===== src/msm_frontend_defs.svh =====
`ifndef MSM_FRONTEND_DEFS_SVH
`define MSM_FRONTEND_DEFS_SVH

////////////////////////////////////////
// datapath widths
////////////////////////////////////////
// one curve point word
`define POINT_W 64
// one scalar
`define SCALAR_W 8

////////////////////////////////////////
// storage sizing
////////////////////////////////////////
// point store slots, index width must cover them
`define SLOT_NUM 16
`define SLOT_W 4
`define POINT_FIFO_DEPTH 4
// scalar queue as deep as the store, keeps pairing aligned
`define SCALAR_FIFO_DEPTH 16
// room kept back for words already in flight upstream
`define PIPE_LATENCY 3
// fill and occupancy counts, must hold the value 16
`define CNT_W 5

`endif


===== src/msm_frontend_pkg.sv =====
`include "msm_frontend_defs.svh"

package msm_frontend_pkg;

    ////////////////////////////////////////
    // payload types
    ////////////////////////////////////////
    // one point word as parked in the store
    typedef logic [`POINT_W-1:0] point_t;
    // scalar, all ones marks the dropped bucket 0
    typedef logic [`SCALAR_W-1:0] scalar_t;

    ////////////////////////////////////////
    // bookkeeping types
    ////////////////////////////////////////
    // store slot index
    typedef logic [`SLOT_W-1:0] slot_idx_t;
    // one bit per store slot
    typedef logic [`SLOT_NUM-1:0] slot_mask_t;
    // fifo fill or store occupancy
    typedef logic [`CNT_W-1:0] fill_cnt_t;

    // allocator offer state
    typedef enum logic {
        ALLOC_SCAN,
        ALLOC_HOLD
    } alloc_state_t;

endpackage


===== src/msm_frontend.sv =====
`timescale 1ns/1ps
`include "msm_frontend_defs.svh"

module msm_frontend (
    input  logic                       clk,
    input  logic                       rstN,
    // point stream
    input  logic                       point_valid,
    output logic                       point_ready,
    input  msm_frontend_pkg::point_t   point_data,
    // scalar stream
    input  logic                       scalar_valid,
    output logic                       scalar_ready,
    input  msm_frontend_pkg::scalar_t  scalar_data,
    // dispatch toward the bucket unit
    input  logic                       out_ready,
    output logic                       out_valid,
    output msm_frontend_pkg::scalar_t  out_scalar,
    output msm_frontend_pkg::point_t   out_point,
    // loader credits
    output logic                       scalar_credit_ok,
    output logic                       affine_credit_ok
);
    import msm_frontend_pkg::*;

    logic       pf_head_valid;
    point_t     pf_head_data;
    logic       sf_head_valid;
    scalar_t    sf_head_data;
    fill_cnt_t  sf_count;
    logic       idx_full_n;
    logic       idx_head_valid;
    slot_idx_t  idx_head_data;
    logic       slot_valid;
    slot_idx_t  slot_idx;
    logic       point_accept;
    logic       pair_pop;
    logic       rd_en;
    slot_idx_t  rd_idx;
    point_t     rd_point;
    slot_mask_t release_mask;
    logic       cancel;

    ////////////////////////////////////////
    // point side
    ////////////////////////////////////////
    sync_fifo #(
        .WIDTH (`POINT_W),
        .DEPTH (`POINT_FIFO_DEPTH)
    ) point_fifo (
        .clk        (clk),
        .rstN       (rstN),
        .push       (point_valid && point_ready),
        .push_data  (point_data),
        .pop        (point_accept),
        .full_n     (point_ready),
        .head_valid (pf_head_valid),
        .head_data  (pf_head_data),
        .count      ()
    );

    // point parks once a slot is on offer
    assign point_accept = pf_head_valid && slot_valid;

    slot_allocator u_slot_allocator (
        .clk          (clk),
        .rstN         (rstN),
        .claim        (point_accept),
        .release_mask (release_mask),
        .slot_valid   (slot_valid),
        .slot_idx     (slot_idx)
    );

    // slot order queued to line up with scalars
    sync_fifo #(
        .WIDTH (`SLOT_W),
        .DEPTH (`SLOT_NUM)
    ) index_fifo (
        .clk        (clk),
        .rstN       (rstN),
        .push       (point_accept),
        .push_data  (slot_idx),
        .pop        (pair_pop),
        .full_n     (idx_full_n),
        .head_valid (idx_head_valid),
        .head_data  (idx_head_data),
        .count      ()
    );

    // one entry per busy slot, so room always exists
    a_index_never_full : assert property (
        @(posedge clk) disable iff (!rstN)
        point_accept |-> idx_full_n
    );

    slot_store u_slot_store (
        .clk              (clk),
        .rstN             (rstN),
        .wr_en            (point_accept),
        .wr_idx           (slot_idx),
        .wr_point         (pf_head_data),
        .rd_en            (rd_en),
        .rd_idx           (rd_idx),
        .cancel           (cancel),
        .rd_point         (rd_point),
        .affine_credit_ok (affine_credit_ok)
    );

    ////////////////////////////////////////
    // scalar side
    ////////////////////////////////////////
    sync_fifo #(
        .WIDTH (`SCALAR_W),
        .DEPTH (`SCALAR_FIFO_DEPTH)
    ) scalar_fifo (
        .clk        (clk),
        .rstN       (rstN),
        .push       (scalar_valid && scalar_ready),
        .push_data  (scalar_data),
        .pop        (pair_pop),
        .full_n     (scalar_ready),
        .head_valid (sf_head_valid),
        .head_data  (sf_head_data),
        .count      (sf_count)
    );

    // credit drops a pipeline short of full
    assign scalar_credit_ok =
        (sf_count < fill_cnt_t'(`SCALAR_FIFO_DEPTH - `PIPE_LATENCY));

    ////////////////////////////////////////
    // pairing and dispatch
    ////////////////////////////////////////
    pair_dispatch u_pair_dispatch (
        .clk          (clk),
        .rstN         (rstN),
        .scalar_valid (sf_head_valid),
        .scalar_head  (sf_head_data),
        .idx_valid    (idx_head_valid),
        .idx_head     (idx_head_data),
        .out_ready    (out_ready),
        .rd_point     (rd_point),
        .pop          (pair_pop),
        .rd_en        (rd_en),
        .rd_idx       (rd_idx),
        .release_mask (release_mask),
        .cancel       (cancel),
        .out_valid    (out_valid),
        .out_scalar   (out_scalar),
        .out_point    (out_point)
    );

endmodule


===== src/pair_dispatch.sv =====
`timescale 1ns/1ps

module pair_dispatch (
    input  logic                          clk,
    input  logic                          rstN,
    input  logic                          scalar_valid,
    input  msm_frontend_pkg::scalar_t     scalar_head,
    input  logic                          idx_valid,
    input  msm_frontend_pkg::slot_idx_t   idx_head,
    input  logic                          out_ready,
    input  msm_frontend_pkg::point_t      rd_point,
    output logic                          pop,
    output logic                          rd_en,
    output msm_frontend_pkg::slot_idx_t   rd_idx,
    output msm_frontend_pkg::slot_mask_t  release_mask,
    output logic                          cancel,
    output logic                          out_valid,
    output msm_frontend_pkg::scalar_t     out_scalar,
    output msm_frontend_pkg::point_t      out_point
);
    import msm_frontend_pkg::*;

    logic ack;

    ////////////////////////////////////////
    // pairing
    ////////////////////////////////////////
    // scalar head meets slot head while downstream is ready
    assign ack = scalar_valid && idx_valid && out_ready;
    // both heads leave together
    assign pop = ack;

    // all-ones scalar would land in bucket 0 and is dropped
    assign cancel = ack && (&scalar_head);
    assign rd_en  = ack && !cancel;
    assign rd_idx = idx_head;

    // slot freed in the same cycle as its read or cancel
    assign release_mask = ack ? (slot_mask_t'(1) << idx_head) : '0;

    ////////////////////////////////////////
    // output stage
    ////////////////////////////////////////
    // valid and scalar delayed to meet the read data
    always_ff @(posedge clk or negedge rstN) begin
        if (!rstN) begin
            out_valid <= 1'b0;
        end else begin
            out_valid <= rd_en;
        end
    end

    always_ff @(posedge clk) begin
        if (rd_en) begin
            out_scalar <= scalar_head;
        end
    end

    // store read is already registered
    assign out_point = rd_point;

    // a dispatched point was parked before it was read
    a_point_known : assert property (
        @(posedge clk) disable iff (!rstN)
        out_valid |-> !$isunknown(out_point)
    );

endmodule


===== src/slot_allocator.sv =====
`timescale 1ns/1ps
`include "msm_frontend_defs.svh"

module slot_allocator (
    input  logic                          clk,
    input  logic                          rstN,
    input  logic                          claim,
    input  msm_frontend_pkg::slot_mask_t  release_mask,
    output logic                          slot_valid,
    output msm_frontend_pkg::slot_idx_t   slot_idx
);
    import msm_frontend_pkg::*;

    alloc_state_t state;
    slot_mask_t   busy;
    slot_mask_t   busy_next;
    slot_mask_t   claim_mask;
    slot_idx_t    pick_idx;
    logic         pick_found;

    ////////////////////////////////////////
    // busy bitmap update
    ////////////////////////////////////////
    // claimed slot is always the one on offer
    assign claim_mask = claim ? (slot_mask_t'(1) << slot_idx) : '0;
    // release and claim never hit the same slot
    assign busy_next  = (busy & ~release_mask) | claim_mask;

    // lowest free index of the updated map
    // scan from the top so the lowest hit wins
    always_comb begin
        pick_found = 1'b0;
        pick_idx   = '0;
        for (int i = `SLOT_NUM - 1; i >= 0; i--) begin
            if (!busy_next[i]) begin
                pick_found = 1'b1;
                pick_idx   = slot_idx_t'(i);
            end
        end
    end

    // pick is registered, so a freed slot shows up next cycle
    always_ff @(posedge clk or negedge rstN) begin
        if (!rstN) begin
            busy     <= '0;
            state    <= ALLOC_SCAN;
            slot_idx <= '0;
        end else begin
            busy     <= busy_next;
            state    <= pick_found ? ALLOC_HOLD : ALLOC_SCAN;
            slot_idx <= pick_idx;
        end
    end

    // offer only while holding a free index
    assign slot_valid = (state == ALLOC_HOLD);

    // dispatcher frees only slots it was handed
    a_release_busy_only : assert property (
        @(posedge clk) disable iff (!rstN)
        (release_mask & ~busy) == '0
    );

endmodule


===== src/slot_store.sv =====
`timescale 1ns/1ps
`include "msm_frontend_defs.svh"

module slot_store (
    input  logic                         clk,
    input  logic                         rstN,
    input  logic                         wr_en,
    input  msm_frontend_pkg::slot_idx_t  wr_idx,
    input  msm_frontend_pkg::point_t     wr_point,
    input  logic                         rd_en,
    input  msm_frontend_pkg::slot_idx_t  rd_idx,
    input  logic                         cancel,
    output msm_frontend_pkg::point_t     rd_point,
    output logic                         affine_credit_ok
);
    import msm_frontend_pkg::*;

    point_t    mem [`SLOT_NUM];
    logic      wr_en_q;
    slot_idx_t wr_idx_q;
    point_t    wr_point_q;
    fill_cnt_t occupancy;

    ////////////////////////////////////////
    // registered write port
    ////////////////////////////////////////
    always_ff @(posedge clk or negedge rstN) begin
        if (!rstN) begin
            wr_en_q <= 1'b0;
        end else begin
            wr_en_q <= wr_en;
        end
    end

    // slot index and point ride along with the strobe
    always_ff @(posedge clk) begin
        if (wr_en) begin
            wr_idx_q   <= wr_idx;
            wr_point_q <= wr_point;
        end
    end

    // ram write, one cycle after accept
    always_ff @(posedge clk) begin
        if (wr_en_q) begin
            mem[wr_idx_q] <= wr_point_q;
        end
    end

    // registered read
    // a slot may be read while its write is still pending, take the staged word
    always_ff @(posedge clk) begin
        if (rd_en) begin
            if (wr_en_q && (wr_idx_q == rd_idx)) begin
                rd_point <= wr_point_q;
            end else begin
                rd_point <= mem[rd_idx];
            end
        end
    end

    ////////////////////////////////////////
    // occupancy credit
    ////////////////////////////////////////
    always_ff @(posedge clk or negedge rstN) begin
        if (!rstN) begin
            occupancy <= '0;
        end else begin
            case ({wr_en_q, rd_en, cancel})
                3'b001:  occupancy <= occupancy - fill_cnt_t'(1);
                3'b010:  occupancy <= occupancy - fill_cnt_t'(1);
                3'b011:  occupancy <= occupancy - fill_cnt_t'(2);
                3'b100:  occupancy <= occupancy + fill_cnt_t'(1);
                3'b111:  occupancy <= occupancy - fill_cnt_t'(1);
                default: occupancy <= occupancy;
            endcase
        end
    end

    // keep a pipeline of slots in reserve
    assign affine_credit_ok = (occupancy < fill_cnt_t'(`SLOT_NUM - `PIPE_LATENCY));

    a_occupancy_bound : assert property (
        @(posedge clk) disable iff (!rstN)
        occupancy <= fill_cnt_t'(`SLOT_NUM)
    );

endmodule


===== src/sync_fifo.sv =====
`timescale 1ns/1ps

module sync_fifo #(
    parameter int WIDTH = 8,
    parameter int DEPTH = 4
) (
    input  logic                          clk,
    input  logic                          rstN,
    input  logic                          push,
    input  logic [WIDTH-1:0]              push_data,
    input  logic                          pop,
    output logic                          full_n,
    output logic                          head_valid,
    output logic [WIDTH-1:0]              head_data,
    output msm_frontend_pkg::fill_cnt_t   count
);
    import msm_frontend_pkg::*;

    localparam int PTR_W = (DEPTH > 1) ? $clog2(DEPTH) : 1;

    logic [WIDTH-1:0] mem [DEPTH];
    logic [PTR_W-1:0] wr_ptr;
    logic [PTR_W-1:0] rd_ptr;

    ////////////////////////////////////////
    // storage
    ////////////////////////////////////////
    // plain register array, written at the tail
    always_ff @(posedge clk) begin
        if (push) begin
            mem[wr_ptr] <= push_data;
        end
    end

    // head shows straight out of the array
    assign head_data  = mem[rd_ptr];
    assign head_valid = (count != '0);
    assign full_n     = (count != fill_cnt_t'(DEPTH));

    ////////////////////////////////////////
    // pointers and fill count
    ////////////////////////////////////////
    always_ff @(posedge clk or negedge rstN) begin
        if (!rstN) begin
            wr_ptr <= '0;
            rd_ptr <= '0;
            count  <= '0;
        end else begin
            // wrap at DEPTH, no power of two needed
            if (push) begin
                wr_ptr <= (wr_ptr == PTR_W'(DEPTH - 1)) ? '0 : wr_ptr + 1'b1;
            end
            if (pop) begin
                rd_ptr <= (rd_ptr == PTR_W'(DEPTH - 1)) ? '0 : rd_ptr + 1'b1;
            end
            // simultaneous push and pop leaves count alone
            if (push && !pop) begin
                count <= count + 1'b1;
            end else if (pop && !push) begin
                count <= count - 1'b1;
            end
        end
    end

    // callers must honour full_n and head_valid
    a_no_overflow_underflow : assert property (
        @(posedge clk) disable iff (!rstN)
        !(push && !full_n) && !(pop && !head_valid)
    );

endmodule


===== config.mk =====
export PLATFORM = sky130hd
export DESIGN_NAME = msm_frontend
export DESIGN_NICKNAME = d
export VERILOG_FILES = /design/src/msm_frontend_pkg.sv /design/src/msm_frontend.sv /design/src/pair_dispatch.sv /design/src/slot_allocator.sv /design/src/slot_store.sv /design/src/sync_fifo.sv
export VERILOG_INCLUDE_DIRS = /design/src
export SDC_FILE = /design/constraint.sdc
export NUM_CORES = 2
export LEC_CHECK = 0
export BUFFER_PORTS_ARGS = -buffer_cell sky130_fd_sc_hd__buf_2
export CAP_MARGIN = 20
export CORE_MARGIN = 3
export CORE_UTILIZATION = 39
export DETAILED_ROUTE_END_ITERATION = 10
export MAX_ROUTING_LAYER = met4
export PLACE_DENSITY = 0.61
export SYNTH_ARGS = -nofsm -noshare
export SYNTH_HDL_FRONTEND = slang
export SYNTH_SLANG_ARGS = --single-unit

===== constraint.sdc =====
create_clock -name clk -period 9.1 [get_ports clk]
set_input_delay 1.82 -clock clk [delete_from_list [all_inputs] [get_ports clk]]
set_output_delay 1.82 -clock clk [all_outputs]
set_load 0.05 [all_outputs]

==> results.txt <==
The count of synthesis-stage warnings from yosys came out at 0. Including well taps, the total number of placed cells is 5086. The minimum clock period is 4870 ps.

The area growth from synthesis to layout came out at 13.6%. The endpoint type of the worst setup path is a flop. The number of clock sinks seen by CTS is 1675. The filler cells instantiated in the layout total 13.7k. Clock latency on the worst-skew pair, taken at its later pin, is 780 ps.

The dominant delay contributor by cell family on the critical path is multiplexers. The mean number of vias per cell came out at 5.31. By startpoint and endpoint, the worst setup path is classified as reg -> reg. The setup clock skew after layout is 23.5 ps. The headroom to the max-slew limit came out at 26.9%.

The setup fix buffers added after clock tree synthesis came out at 0. The overall die width is 412 um. Ranked by instance count, the synthesized netlist is headed by 1612 x sky130_fd_sc_hd__edfxtp_1, 377 x sky130_fd_sc_hd__mux4_2, 198 x sky130_fd_sc_hd__mux2i_1.

Counting flops with an async set or reset pin after synthesis yields a share of 3.76%. After routing, the total negative slack on setup checks comes to 0 ps. In this run the count of I/O pins placed on the die edge is 154. The register-to-register setup slack came out at 4230 ps. Entering global routing, the biggest net connects 131 pins. The count of nets after finishing came out at 3193.

The combinational group share of total power is 37.1%. In this run the power density over the cells is 418 nW/um^2. Row generation in the floorplan step produced 148 rows. The startpoint identified for the worst hold timing path is u_slot_store.occupancy[4]$_DFFE_PN0P_.

The post-synthesis cell area came out at 64300 sq um. The number of synthesized flops with an enable pin is 1612. The H-tree was split into 4 levels. The number of gates resized after CTS was 0. The net count after synthesis is 2941.

The power share of the sequential group is 41.8%. The post-synthesis sequential area ratio is 77.8%. The worst path meets setup with 4230 ps of slack. The slew at the pin closest to its max-slew limit came out at 1100 ps. The clock-pin slew on the worst setup and hold paths came out at 60 ps. The via count of the first global-routing pass came out at 29.9k. The core footprint came out at 163000 sq um. Summing the areas of all compound-gate instances in the mapped netlist gives 1.06% of the synthesized area.

In the synthesized netlist the dominant register cell turns out to be sky130_fd_sc_hd__edfxtp_1. The fraction of synthesized cell area taken by the top area cell type is 75.3%. The number of detailed-routing iterations run before antenna repair is 5.

The area used by multi-input combinational logic is 13800 sq um. The DRC violation count after routing came out at 0. The overall power after layout is 30.5 mW. The part of the cycle the worst path needs came out at 53.5%. Setup repair after global routing left no endpoint under its margin. The xor and xnor area share after synthesis came out at 0.368%. The capture instance of the worst register-to-register path is u_slot_store.rd_point[34]$_DFFE_PP_. The count of nets left with antenna violations once routing finished came out at 0. Static timing analysis puts the maximum clock frequency at 205 MHz. The distinct cell type count after synthesis is 61. The largest total area in the synthesized netlist belongs to sky130_fd_sc_hd__edfxtp_1. The number of hold violations in the final report is 0.

The longest clock path from root to sink contains 3 buffers. The total buffers and inverters traversed by the critical path is 2. The synthesized area per cell came out at 22.8 sq um. STA classifies the critical path startpoint as a flop. The path class of the tightest hold or removal check is reg -> reg. The die area came out at 170000 sq um.

Yosys attributes the largest share of cell area to sky130_fd_sc_hd__edfxtp_1 75%, sky130_fd_sc_hd__mux4_2 13%, sky130_fd_sc_hd__mux2i_1 3.1%. The wire-length estimate of the detail-placed layout is 75.6 mm. After clock tree synthesis, the flow added hold-fix buffers numbering 0. The simple logic cell fraction of the synthesized area is 1.28%.

The flow ran to the end, and the final reports show no timing, DRC or antenna violations. The maximum single-stage delay on the critical path came out at 870 ps. The arrival time at the worst endpoint came out at 5390 ps. The detailed-route wire length per cell came out at 25.9 um.

The number of maximum-capacitance constraint violations came out at 0. The global-route wire length before repair came out at 206 mm. Setup violations remaining at the end of the flow were counted as 0.

The required time reported for the critical path endpoint is 9620 ps. The mux contribution to synthesized area came out at 17.6%. The maximum vdd ir drop is 0.505 mV.

The total number of vias came out at 28.6k. Counting instances, the worst hold path has a depth of 1. The proportion of layout cells with a drive suffix above 1 came out at 28.6%. The number of antenna violations at the first check in global routing was 19.

The switching power total came out at 10.3 mW. TritonCTS built the clock tree. The clock share of power came out at 21.1%. The worst reg-to-reg path cell count came out at 9. The worst hold path terminates at u_slot_store.occupancy[4]$_DFFE_PN0P_. The final estimated routing congestion in global placement is 0.747. The sequential cells in the finished layout cover a total of 50000 sq um.

Buffers inserted during clock tree synthesis total 163. The final wirelength is 140 mm. For this block, the initial DRC count from the detailed router was 2620. The internal power summed over all cells is 20.2 mW. The worst register-to-register path begins at index_fifo.rd_ptr[2]$_DFFE_PN0P_. During placement, the flow inserted port buffers numbering 153. The cell sitting at the root of the clock tree is a sky130_fd_sc_hd__clkbuf_16. The flop and latch count out of synthesis came out at 1675. The highest fanout seen on the critical path is 34. By instance count, the leading cell after synthesis is sky130_fd_sc_hd__edfxtp_1. The overall track demand over capacity in global routing is 17.0%. The number of standard cells in the final layout excluding fillers is 5394. Global routing finished with a remaining overflow of 0. The floorplan die height is 412 um. Of the total power, the share spent switching nets is 33.9%. The combinational family with the most area after synthesis is multiplexers. Timing analysis after detailed placement gives a worst setup slack of 4080 ps.

The fraction of the mapped netlist area in adder cells came out at 0.806%. The leakage power came out at 23.8 nW. The total count of max-transition violations in the final report came out at 0. The initial utilization of the core area, before any placement, comes to 39.4%. The standard cell with the maximum stage delay on the critical path is sky130_fd_sc_hd__dfrtp_1. The number of standard cells after synthesis is 2825. The critical path goes through mux4_2 -> mux2_2 -> o21ai_4 -> buf_4 -> buf_4 -> mux4_2 -> mux2i_1 -> mux2i_1 -> mux2_2.
## cell families after synthesis
group	after synthesis
flops	1675
mux	651
simple gates	173
buf+inv	159
compound gates	101
fa+ha+maj	39
xor+xnor	27
## state kept, by name, indices dropped and copies added (netlist names), 5 cells and up
name and count:
scalar_fifo.mem 128, point_fifo.mem 256, u_slot_store.mem 1024, u_slot_store.rd_point 64, u_pair_dispatch.out_scalar 8, index_fifo.count 5
u_slot_store.wr_point_q 64, u_slot_store.occupancy 5, point_fifo.count 5, u_slot_allocator.busy 16, scalar_fifo.count 5, index_fifo.mem 64
## worst max path at each step
stage | start | end | slack (ps) | cells past startpoint
floorplan | out_ready | u_pair_dispatch.out_scalar[0]$_DFFE_PP_ | 2780 | 5
global placement | index_fifo.rd_ptr[2]$_DFFE_PN0P_ | u_slot_store.rd_point[32]$_DFFE_PP_ | 4120 | 9
detailed placement | index_fifo.rd_ptr[2]$_DFFE_PN0P_ | u_slot_store.rd_point[45]$_DFFE_PP_ | 4080 | 9
CTS | index_fifo.rd_ptr[2]$_DFFE_PN0P_ | u_slot_store.rd_point[45]$_DFFE_PP_ | 4060 | 9
global route | index_fifo.rd_ptr[2]$_DFFE_PN0P_ | u_slot_store.rd_point[45]$_DFFE_PP_ | 3830 | 9
finish | index_fifo.rd_ptr[2]$_DFFE_PN0P_ | u_slot_store.rd_point[34]$_DFFE_PP_ | 4230 | 9
## cells in the final DEF (no fill, tap or decap), drive strengths merged, types with 10 or more instances in the layout
| master | instances |
|---|---|
| a21o | 14 |
| xnor2 | 17 |
| xor2 | 10 |
| diode | 12 |
| nand3 | 10 |
| nand2 | 43 |
| nor2 | 58 |
| mux2 | 75 |
| ha | 35 |
| inv | 41 |
| a21oi | 22 |
| buf | 217 |
| dfrtp | 63 |
| nor3 | 23 |
| clkinv | 60 |
| o21ai | 25 |
| edfxtp | 1612 |
| clkbuf | 209 |
| mux4 | 377 |
| mux2i | 199 |
## per-layer routing
layer / global-route usage [%] / wire (um) / vias to the layer above
met5: - / 0 / -
met4: 3.85 / 2380 / 0
met3: 2.92 / 7370 / 168
met2: 27.1 / 68900 / 781
met1: 23.2 / 61000 / 15400
li1: - / - / 12300
## power by group through the flow
stage	logic [mW]	registers [mW]	clock network, mW
after CTS	11.6	12.8	6.58
after global placement	11.4	12.8	0
final	11.3	12.7	6.44
after floorplan	8.11	12.9	0
after detailed placement	11.5	12.9	0
after global routing	12.2	13.0	6.90
## layout make-up
class	instances	area share (%)
Sequential cell	1675	68.5
Multi-Input combinational cell	991	18.9
Clock buffer	209	5.91
Tap cell	2175	3.73
Timing Repair Buffer	217	1.80
Clock inverter	86	1.00
Inverter	29	0.153
Antenna cell	12	0.0411
## stage by stage
stage          instance area, sq um  util (%)  hold slack, ps
6_report                      73000      44.7             465
3_3_place_gp                  67800      41.5             457
3_5_place_dp                  67900      41.6             457
2_1_floorplan                 64300         -             437
4_1_cts                       72900      44.6             469
5_1_grt                       73000      44.7             475
Power figures use the tool's default switching activity.
